`config.mk`:
```
export PLATFORM = sky130hd
export DESIGN_NAME = testBridgeFtdi
export DESIGN_NICKNAME = d
export VERILOG_FILES = /design/src/testBridgePkg.sv /design/src/bridgeCommand.sv /design/src/ftdiPort.sv /design/src/sendFifo.sv /design/src/testBridgeFtdi.sv
export SDC_FILE = /design/constraint.sdc
export NUM_CORES = 1
export LEC_CHECK = 0
export BUFFER_PORTS_ARGS = -buffer_cell sky130_fd_sc_hd__buf_2
export CORE_MARGIN = 1
export CORE_UTILIZATION = 51
export CTS_CLUSTER_DIAMETER = 120
export CTS_CLUSTER_SIZE = 20
export DETAILED_ROUTE_END_ITERATION = 10
export PLACE_DENSITY = 0.72
export SLEW_MARGIN = 30
export SYNTH_ARGS = -nofsm -noshare
export SYNTH_HDL_FRONTEND = slang
export SYNTH_SLANG_ARGS = --single-unit
```
`constraint.sdc`:
```
create_clock -name clkH -period 10.1 [get_ports clkH]
set_clock_uncertainty 0.05 [all_clocks]
set_input_delay 0.505 -clock clkH [delete_from_list [all_inputs] [get_ports clkH]]
set_output_delay 0.505 -clock clkH [all_outputs]
set_load 0.02 [all_outputs]
```
`src/testBridgePkg.sv`:
```
package testBridgePkg;

  // Reply and request byte values
  localparam logic [7:0] syncByte = 8'h55;
  localparam logic [7:0] ackByte  = 8'h00;

  // Command opcodes, top nibble of the control word
  localparam logic [3:0] opWrite    = 4'hC;
  localparam logic [3:0] opTransfer = 4'hD;
  localparam logic [3:0] opRead     = 4'h8;

  typedef struct packed {
    logic [7:0] hi;
    logic [7:0] lo;
  } ctrlBytes_t;

  typedef struct packed {
    logic [3:0]  opcode;
    logic [11:0] addr;
  } ctrlFields_t;

  // Filled byte by byte from the bus, decoded as opcode and address
  typedef union packed {
    ctrlBytes_t  bytes;
    ctrlFields_t fields;
  } ctrlWord_t;

  typedef struct packed {
    logic       valid;
    logic [7:0] data;
  } rxByte_t;

  typedef struct packed {
    logic       write;
    logic [7:0] data;
  } txByte_t;

  typedef struct packed {
    logic       rf;
    logic       te;
    logic [7:0] data;
  } ftdiIn_t;

  typedef struct packed {
    logic [7:0] data;
    logic       dataOe;
    logic       wr;
    logic       rd;
    logic       siwu;
  } ftdiOut_t;

  typedef struct packed {
    logic [11:0] addr;
    logic [63:0] mosi;
    logic [3:0]  mosiIdx;
    logic [3:0]  misoIdx;
    logic        mosi1st;
    logic        miso1st;
    logic [15:0] dataLen;
    logic        dataLenNz;
  } dbioReq_t;

endpackage
```
`src/bridgeCommand.sv`:
```
`timescale 1ns/1ps

module bridgeCommand #(
  parameter int timeoutLoad = 1000
) (
  input  logic                    clkH,
  input  logic                    reset,
  input  testBridgePkg::rxByte_t  rx,
  input  logic                    hasSpace,
  output testBridgePkg::txByte_t  tx,
  input  logic                    tick1K,
  input  logic [63:0]             dbioMiso,
  output testBridgePkg::dbioReq_t dbio
);

  import testBridgePkg::*;

  localparam int toWidth = $clog2(timeoutLoad + 1);

  localparam int stLen   = 17;
  localparam int stSyncA = 0;
  localparam int stSyncB = 1;
  localparam int stSyncC = 2;
  localparam int stCommA = 3;
  localparam int stCommB = 4;
  localparam int stCommC = 5;
  localparam int stCommD = 6;
  localparam int stMosiA = 7;
  localparam int stMosiB = 8;
  localparam int stMosiC = 9;
  localparam int stMosiD = 10;
  localparam int stMosiE = 11;
  localparam int stMisoA = 12;
  localparam int stMisoB = 13;
  localparam int stMisoC = 14;
  localparam int stMisoD = 15;
  localparam int stMisoE = 16;

  logic [stLen-1:0]   state;
  logic [stLen-1:0]   stateNext;
  ctrlWord_t          ctrl;
  logic [15:0]        dataLen;
  logic [15:0]        dataLenHeld;
  logic [toWidth-1:0] timeout;
  logic [11:0]        addr;
  logic [63:0]        mosi;
  logic [63:0]        misoShift;
  logic [3:0]         mosiIdx;
  logic [3:0]         misoIdx;
  logic               mosi1st;

  logic stateNz;
  logic timeoutNz;
  logic dataLenNz;
  logic recvNow;
  logic isWrite;
  logic isTransfer;
  logic isRead;
  logic mosiStep;
  logic misoStep;
  logic lenRecvL;
  logic lenRecvH;
  logic lenDec;
  logic mosiTake;
  logic timeoutReload;

  assign recvNow   = rx.valid;
  assign stateNz   = |state;
  assign timeoutNz = |timeout;
  assign dataLenNz = |dataLen;

  assign isWrite    = ctrl.fields.opcode == opWrite;
  assign isTransfer = ctrl.fields.opcode == opTransfer;
  assign isRead     = ctrl.fields.opcode == opRead;

  // Points where the remaining length decides the next step
  assign mosiStep = state[stMosiA] | state[stMosiC];
  assign misoStep = state[stMisoB] | state[stMisoD];

  always_comb begin
    stateNext = '0;
    stateNext[stSyncA] = ~stateNz & recvNow & (rx.data == syncByte);
    stateNext[stCommA] = ~stateNz & recvNow & rx.data[7];
    // Sync reply
    stateNext[stSyncB] = state[stSyncA] | (state[stSyncB] & ~hasSpace);
    stateNext[stSyncC] = state[stSyncB] & hasSpace;
    // Header bytes
    stateNext[stCommB] = state[stCommA] | (state[stCommB] & ~recvNow & timeoutNz);
    stateNext[stCommC] = (state[stCommB] & recvNow) |
                         (state[stCommC] & ~recvNow & timeoutNz);
    stateNext[stCommD] = (state[stCommC] & recvNow) |
                         (state[stCommD] & ~recvNow & timeoutNz);
    // Host to chip data
    stateNext[stMosiA] = state[stCommD] & recvNow & (isWrite | isTransfer);
    stateNext[stMosiB] = (mosiStep & dataLenNz) |
                         (state[stMosiB] & ~recvNow & timeoutNz);
    stateNext[stMosiC] = state[stMosiB] & recvNow;
    stateNext[stMosiD] = (mosiStep & ~dataLenNz) | (state[stMosiD] & ~hasSpace);
    stateNext[stMosiE] = state[stMosiD] & hasSpace;
    // Chip to host data
    stateNext[stMisoA] = (state[stCommD] & recvNow & isRead) |
                         (state[stMisoA] & ~hasSpace);
    stateNext[stMisoB] = state[stMisoA] & hasSpace;
    stateNext[stMisoC] = (misoStep & dataLenNz) | (state[stMisoC] & ~hasSpace);
    stateNext[stMisoD] = state[stMisoC] & hasSpace;
    stateNext[stMisoE] = misoStep & ~dataLenNz;
  end

  assign lenRecvL = state[stCommC] & recvNow;
  assign lenRecvH = state[stCommD] & recvNow;
  assign mosiTake = state[stMosiB] & recvNow;
  assign lenDec   = mosiTake | stateNext[stMisoD];

  assign timeoutReload = state[stSyncA] | state[stCommA] | (stateNz & recvNow);

  always_ff @(posedge clkH) begin
    if (reset) begin
      state       <= '0;
      timeout     <= '0;
      dataLen     <= '0;
      dataLenHeld <= '0;
      addr        <= '0;
      mosiIdx     <= '0;
      misoIdx     <= '0;
      mosi1st     <= 1'b0;
    end else begin
      state <= stateNext;

      if (timeoutReload) begin
        timeout <= toWidth'(timeoutLoad);
      end else if (timeoutNz && tick1K) begin
        timeout <= timeout - 1'b1;
      end

      // Length arrives low byte first
      if (lenRecvL) begin
        dataLen     <= {8'h00, rx.data};
        dataLenHeld <= {8'h00, rx.data};
      end else if (lenRecvH) begin
        dataLen     <= {rx.data, dataLen[7:0]};
        dataLenHeld <= {rx.data, dataLenHeld[7:0]};
      end else if (lenDec) begin
        dataLen <= dataLen - 1'b1;
      end

      if (state[stMosiA] || state[stMisoA]) begin
        addr <= ctrl.fields.addr;
      end

      if (state[stMosiA]) begin
        mosiIdx <= '0;
      end else if (mosiTake) begin
        mosiIdx <= mosiIdx + 1'b1;
      end

      if (state[stMisoA]) begin
        misoIdx <= '0;
      end else if (stateNext[stMisoD]) begin
        misoIdx <= misoIdx + 1'b1;
      end

      mosi1st <= state[stMosiA];
    end
  end

  always_ff @(posedge clkH) begin
    if (stateNext[stCommA]) begin
      ctrl.bytes.hi <= rx.data;
    end
    if (state[stCommB] && recvNow) begin
      ctrl.bytes.lo <= rx.data;
    end
    // Lane wraps every eight bytes
    if (mosiTake) begin
      mosi[mosiIdx[2:0]*8 +: 8] <= rx.data;
    end
    if (state[stMisoB]) begin
      misoShift <= dbioMiso;
    end else if (state[stMisoD]) begin
      misoShift <= {8'h00, misoShift[63:8]};
    end
  end

  // Transfer commands complete without an acknowledge
  always_comb begin
    tx.write = state[stSyncC] | (state[stMosiE] & isWrite) |
               state[stMisoB] | state[stMisoD];
    if (state[stSyncC]) begin
      tx.data = syncByte;
    end else if (state[stMisoD]) begin
      tx.data = misoShift[7:0];
    end else begin
      tx.data = ackByte;
    end
  end

  always_comb begin
    dbio.addr      = addr;
    dbio.mosi      = mosi;
    dbio.mosiIdx   = mosiIdx;
    dbio.misoIdx   = misoIdx;
    dbio.mosi1st   = mosi1st;
    dbio.miso1st   = state[stMisoB];
    dbio.dataLen   = dataLenHeld;
    dbio.dataLenNz = dataLenNz;
  end

  stateOneHot: assert property (@(posedge clkH) disable iff (reset)
    $onehot0(state));

endmodule

```
`src/ftdiPort.sv`:
```
`timescale 1ns/1ps

module ftdiPort (
  input  logic                    clkH,
  input  logic                    reset,
  input  testBridgePkg::ftdiIn_t  pinsIn,
  output testBridgePkg::ftdiOut_t pinsOut,
  output testBridgePkg::rxByte_t  rx,
  input  logic [7:0]              head,
  input  logic                    hasData,
  output logic                    rdEn
);

  localparam int stLen   = 4;
  localparam int stRecvA = 0;
  localparam int stRecvB = 1;
  localparam int stSendA = 2;
  localparam int stSendB = 3;

  logic [stLen-1:0] state;
  logic [stLen-1:0] stateNext;
  logic             stateNz;
  logic             rfQ;
  logic             teQ;
  logic [7:0]       recvData;
  logic             busy;
  logic [1:0]       busyHist;
  logic             siwu;

  assign stateNz = |state;

  // Receive has priority over send
  always_comb begin
    stateNext          = '0;
    stateNext[stRecvA] = ~stateNz & rfQ;
    stateNext[stSendA] = ~stateNz & ~rfQ & teQ & hasData;
    stateNext[stRecvB] = state[stRecvA];
    stateNext[stSendB] = state[stSendA];
  end

  assign busy = hasData | state[stSendA] | state[stSendB];

  always_ff @(posedge clkH) begin
    if (reset) begin
      state    <= '0;
      rfQ      <= 1'b0;
      teQ      <= 1'b0;
      busyHist <= 2'b00;
      siwu     <= 1'b0;
    end else begin
      state    <= stateNext;
      rfQ      <= pinsIn.rf;
      teQ      <= pinsIn.te;
      busyHist <= {busyHist[0], busy};
      // Flush once the reply burst has drained
      siwu     <= busyHist == 2'b10;
    end
  end

  // Host data is valid while rd is asserted
  always_ff @(posedge clkH) begin
    if (state[stRecvA]) begin
      recvData <= pinsIn.data;
    end
  end

  assign rdEn = state[stSendB];

  always_comb begin
    rx.valid = state[stRecvB];
    rx.data  = recvData;
  end

  always_comb begin
    pinsOut.data   = head;
    pinsOut.dataOe = state[stSendA] | state[stSendB];
    pinsOut.wr     = state[stSendB];
    pinsOut.rd     = state[stRecvA];
    pinsOut.siwu   = siwu;
  end

  rdWrExclusive: assert property (@(posedge clkH) disable iff (reset)
    !(pinsOut.rd && pinsOut.wr));

endmodule

```
`src/sendFifo.sv`:
```
`timescale 1ns/1ps

module sendFifo #(
  parameter int fifoAddrLen = 4
) (
  input  logic                   clkH,
  input  logic                   reset,
  input  testBridgePkg::txByte_t tx,
  input  logic                   rdEn,
  output logic [7:0]             head,
  output logic                   hasData,
  output logic                   hasSpace
);

  localparam int depth = 2 ** fifoAddrLen;

  logic [7:0]             mem [depth];
  logic [fifoAddrLen-1:0] wrPtr;
  logic [fifoAddrLen-1:0] rdPtr;
  logic [fifoAddrLen:0]   count;
  logic                   doWr;
  logic                   doRd;

  assign doWr     = tx.write & hasSpace;
  assign doRd     = rdEn & hasData;
  assign hasData  = count != '0;
  assign hasSpace = count != (fifoAddrLen + 1)'(depth);
  assign head     = mem[rdPtr];

  always_ff @(posedge clkH) begin
    if (doWr) begin
      mem[wrPtr] <= tx.data;
    end
  end

  always_ff @(posedge clkH) begin
    if (reset) begin
      wrPtr <= '0;
      rdPtr <= '0;
      count <= '0;
    end else begin
      if (doWr) begin
        wrPtr <= wrPtr + 1'b1;
      end
      if (doRd) begin
        rdPtr <= rdPtr + 1'b1;
      end
      // Simultaneous push and pop leave the count alone
      case ({doWr, doRd})
        2'b10:   count <= count + 1'b1;
        2'b01:   count <= count - 1'b1;
        default: count <= count;
      endcase
    end
  end

  // Producer must wait for space, consumer for data
  noWriteWhenFull: assert property (@(posedge clkH) disable iff (reset)
    tx.write |-> hasSpace);

  noReadWhenEmpty: assert property (@(posedge clkH) disable iff (reset)
    rdEn |-> hasData);

endmodule

```
`src/testBridgeFtdi.sv`:
```
`timescale 1ns/1ps

module testBridgeFtdi #(
  parameter int fifoAddrLen = 4,
  parameter int timeoutLoad = 1000
) (
  input  logic                    clkH,
  input  logic                    reset,
  input  testBridgePkg::ftdiIn_t  pinsIn,
  output testBridgePkg::ftdiOut_t pinsOut,
  input  logic                    tick1K,
  input  logic [63:0]             dbioMiso,
  output testBridgePkg::dbioReq_t dbio
);

  import testBridgePkg::*;

  rxByte_t    rx;
  txByte_t    tx;
  logic [7:0] head;
  logic       hasData;
  logic       hasSpace;
  logic       rdEn;

  bridgeCommand #(
    .timeoutLoad(timeoutLoad)
  ) uCommand (
    .clkH     (clkH),
    .reset    (reset),
    .rx       (rx),
    .hasSpace (hasSpace),
    .tx       (tx),
    .tick1K   (tick1K),
    .dbioMiso (dbioMiso),
    .dbio     (dbio)
  );

  // Replies queue here until the host can take them
  sendFifo #(
    .fifoAddrLen(fifoAddrLen)
  ) uSendFifo (
    .clkH     (clkH),
    .reset    (reset),
    .tx       (tx),
    .rdEn     (rdEn),
    .head     (head),
    .hasData  (hasData),
    .hasSpace (hasSpace)
  );

  ftdiPort uPort (
    .clkH    (clkH),
    .reset   (reset),
    .pinsIn  (pinsIn),
    .pinsOut (pinsOut),
    .rx      (rx),
    .head    (head),
    .hasData (hasData),
    .rdEn    (rdEn)
  );

endmodule

```
==> flow_summary_export.csv <==
group,metric,value,unit
status,status,"complete, no violations",
power,switchingPower,0.000599,W
logic_synthesis,ys_seq_area_share,68.5,%
die,io_pins,192,
clock_network,post_cts_buffers,0,
power,ir_drop,0.125,mV
cells_and_area,finalNetCount,1330,
logic_synthesis,synth_top_area_cell,"edfxtp_1",
global_routing,antenna_found_initial,0,
die,fp.dieW,176,um
logic_synthesis,synth_fp_nets,1174,
cells_and_area,fillers,2350,
logic_synthesis,netlist_area,0.0154,mm2
power,swShare,21.5,%
power,comb_power_share,4.8,%
placement,place_area,0.0166,mm2
worst_setup_path,criticalPathCategory,"reg -> reg",
sta,slew_viol_final,0,
logic_synthesis,async_flop_share,0,%
sta,min_period_over_period,39.0,%
logic_synthesis,synthCells,1083,
power,clkPwrFrac,33.6,%
sta,setup_viol,0,
logic_synthesis,synth_edf_count,280,
cells_and_area,seq_area,0.0105,mm2
die,dieArea,0.0309,mm2
cells_and_area,multi_input_area,0.00452,mm2
global_routing,grt_max_degree,83,
detailed_routing,drtPass1Iterations,5,
detailed_routing,wl_per_cell,20.1,um
detailed_routing,vias,9324,
global_routing,grt_pass1_vias,9058,
worst_setup_path,path_max_fanout,67,
logic_synthesis,synth_area_leaders,"edfxtp_1 55%, dfxtp_1 14%, mux4_2 5.9%",
logic_synthesis,synth_top_area_share,54.7,%
run,max_cap_viol_count,0,
min_path,hold_path.class,"in -> reg",
die,core,0.0296,mm2
worst_setup_path,arrival,4.31,ns
sta,setup-tns-final,0,ns
logic_synthesis,synth_ff_type,"edfxtp_1",
placement,port_buffers,191,
clock_network,root_buffer,"clkbuf_16",
worst_setup_path,cp-start-kind,"flop",
placement,dp_hpwl,21400,um
sta,fmax,0.254,GHz
logic_synthesis,synthDistinctLibCells,57,
detailed_routing,routed_via_density,5.67,
logic_synthesis,synthMostInstantiatedCell,"edfxtp_1",
sta,relSlewSlack,39.0,%
logic_synthesis,synth.avg_cell_area,14.2,um2
clock_network,clk_latency,0.53,ns
die,rows,63,
worst_setup_path,required,10.47,ns
clock_network,cts.repair.resized,0,
die,die_h,176,um
clock_network,clkTransAtPathRegs,0.09,ns
detailed_routing,initialDrtViolationCount,815,
power,power_density,162,mW/mm2
logic_synthesis,ys.warnings.count,0,
power,p_leak,6.08,nW
clock_network,hold_buffers,0,
logic_synthesis,ys_ff_latch,386,
sta,layout_min_cycle_time,3.94,ns
detailed_routing,wl,33100,um
detailed_routing,final_antenna_net_count,0,
cells_and_area,n_antenna_cell,0,
cells_and_area,drive_gt1_share,26.8,%
global_routing,grt_pass1_wl,50500,um
power,power_frac_seq,61.5,%
sta,rsz0062_at_grt,"false",
clock_network,htree_levels,1,
sta,final_hold_viol_count,0,
sta,worst_pin_slew,0.910,ns
clock_network,cts_tree,"done",
logic_synthesis,ys_top_cells_by_count,"280 x edfxtp_1, 106 x dfxtp_1, 84 x nand2_1",
die,start_util,51.9,%
worst_setup_path,rrSetupSlack,6.16,ns
cells_and_area,design_area,0.0173,mm2
global_routing,grt_overflow,0,
global_routing,grt_use_total,21.2,%
clock_network,numCtsBuffers,23,
clock_network,cts_buffer_depth,3,
placement,gp_congestion,0.826,
power,internal_power,0.00219,W
cells_and_area,areaGrowthSynthToFinish,12.3,%
detailed_routing,drc_errors,0,
worst_setup_path,endpoint_kind,"flop",
clock_network,cts.sinks,386,
==> cell type report <==
class | instances | share of cell area [%]
sequential | 386 | 61.0
multi-input combinational | 611 | 26.2
timing repair buffer | 197 | 5.80
clock buffer | 40 | 3.70
tap | 390 | 2.83
inverter | 20 | 0.435
clock inverter | 1 | 0.0942
==> power by group through the flow <==
| stage | Combinational (W) | Sequential, W | Clock, W |
|---|---|---|---|
| floorplan | 0.0000991 | 0.00174 | 0 |
| global placement | 0.000130 | 0.00175 | 0 |
| detailed placement | 0.000136 | 0.00175 | 0 |
| CTS | 0.000136 | 0.00172 | 0.000951 |
| global route | 0.000152 | 0.00172 | 0.00100 |
| finish | 0.000135 | 0.00172 | 0.000938 |
==> worst max-delay path, stage by stage (launching register included) <==
cell	delay, ns
dfxtp_2	0.32
buf_4	0.62
or3_1	0.28
a41oi_1	0.11
nor2_1	0.66
inv_1	0.16
ha_1	0.33
xor2_1	0.18
ha_1	0.20
a21oi_1	0.25
a32oi_1	0.15
a31oi_1	0.19
mux2_2	0.35
==> kinds of logic after synthesis <==
kind of cell | count (synthesis) | share of synthesized area [%]
simple gates | 351 | 11.7
compound gates | 127 | 5.05
fa+ha+maj | 14 | 1.14
buf+inv | 86 | 2.29
flops | 386 | 68.5
mux | 104 | 10.5
xor+xnor | 15 | 0.854
==> cell usage in the layout, fill, tap and decap left out, drive strengths merged, types with 4 or more instances in the layout <==
cell type / netlist / routed
dfxtp: 106 / 106
xor2: 6 / 6
or4: 17 / 17
o31ai: 9 / 9
mux2: 58 / 58
nor4: 9 / 9
nand2: 84 / 84
nand3: 11 / 11
buf: 16 / 197
a21o: 5 / 5
nor3b: 4 / 4
inv: 20 / 21
nor2: 76 / 76
mux2i: 6 / 6
ha: 14 / 14
and3: 30 / 30
and2: 34 / 34
nor4b: 4 / 4
edfxtp: 280 / 280
a31oi: 21 / 21
nor3: 29 / 29
nand2b: 8 / 8
nor2b: 11 / 11
xnor2: 9 / 9
o21ai: 24 / 24
mux4: 40 / 40
or2: 6 / 6
or3: 20 / 20
clkbuf: 50 / 40
a21oi: 44 / 44
==> registers in the layout (all words and copies together) (netlist names), named ones only <==
| signal | flops |
|---|---|
| uSendFifo.mem | 128 |
| uCommand.misoShift | 64 |
| uCommand.mosi | 64 |
| uCommand.state | 17 |
| uCommand.ctrl | 16 |
| uCommand.dataLenHeld | 16 |
| uCommand.dataLen | 16 |
| uCommand.addr | 12 |
| uCommand.timeout | 10 |
| uPort.recvData | 8 |
| uSendFifo.count | 5 |
| uCommand.misoIdx | 4 |
| uCommand.mosiIdx | 4 |
| uPort.state | 4 |
| uSendFifo.rdPtr | 4 |
| uSendFifo.wrPtr | 4 |
| uPort.busyHist | 2 |
| uCommand.mosi1st | 1 |
| uPort.rfQ | 1 |
| uPort.siwu | 1 |
| uPort.teQ | 1 |
==> per-stage QoR <==
stage | utilization [%] | power [W] | hold WS [ns] | std cells | setup WS, ns
final | 58.3 | 0.00279 | 0.0883 | 1645 | 6.16
after global routing | 58.3 | 0.00287 | 0.0738 | 1645 | 5.84
after CTS | 58.3 | 0.00280 | 0.0733 | 1645 | 6.19
after detailed placement | 56.0 | 0.00189 | 0.362 | 1604 | 6.22
after global placement | 56.0 | 0.00188 | 0.362 | 1604 | 6.40
after floorplan | - | 0.00184 | 0.338 | 1083 | 6.75
==> metal layers <==
layer	wire length [um]	global-route usage, %	vias to the layer above
met5	0	0	-
met4	778	5.69	0
met3	1920	3.14	49
met2	16400	35.6	296
met1	14000	28.8	4616
li1	-	-	4363
==> worst paths after layout <==
path,startpoint,endpoint,cells after the start
worst min register to register,uPort.busyHist[0]$_SDFF_PP0_,uPort.siwu$_SDFF_PP0_,1
worst min-delay path,pinsIn[7],uPort.recvData[7]$_DFFE_PP_,1
worst max-delay path,uCommand.state[13]$_SDFF_PP0_,uSendFifo.count[4]$_SDFFE_PP0P_,12
worst max register to register,uCommand.state[13]$_SDFF_PP0_,uSendFifo.count[4]$_SDFFE_PP0P_,12
(Power assumes the default switching activity.)
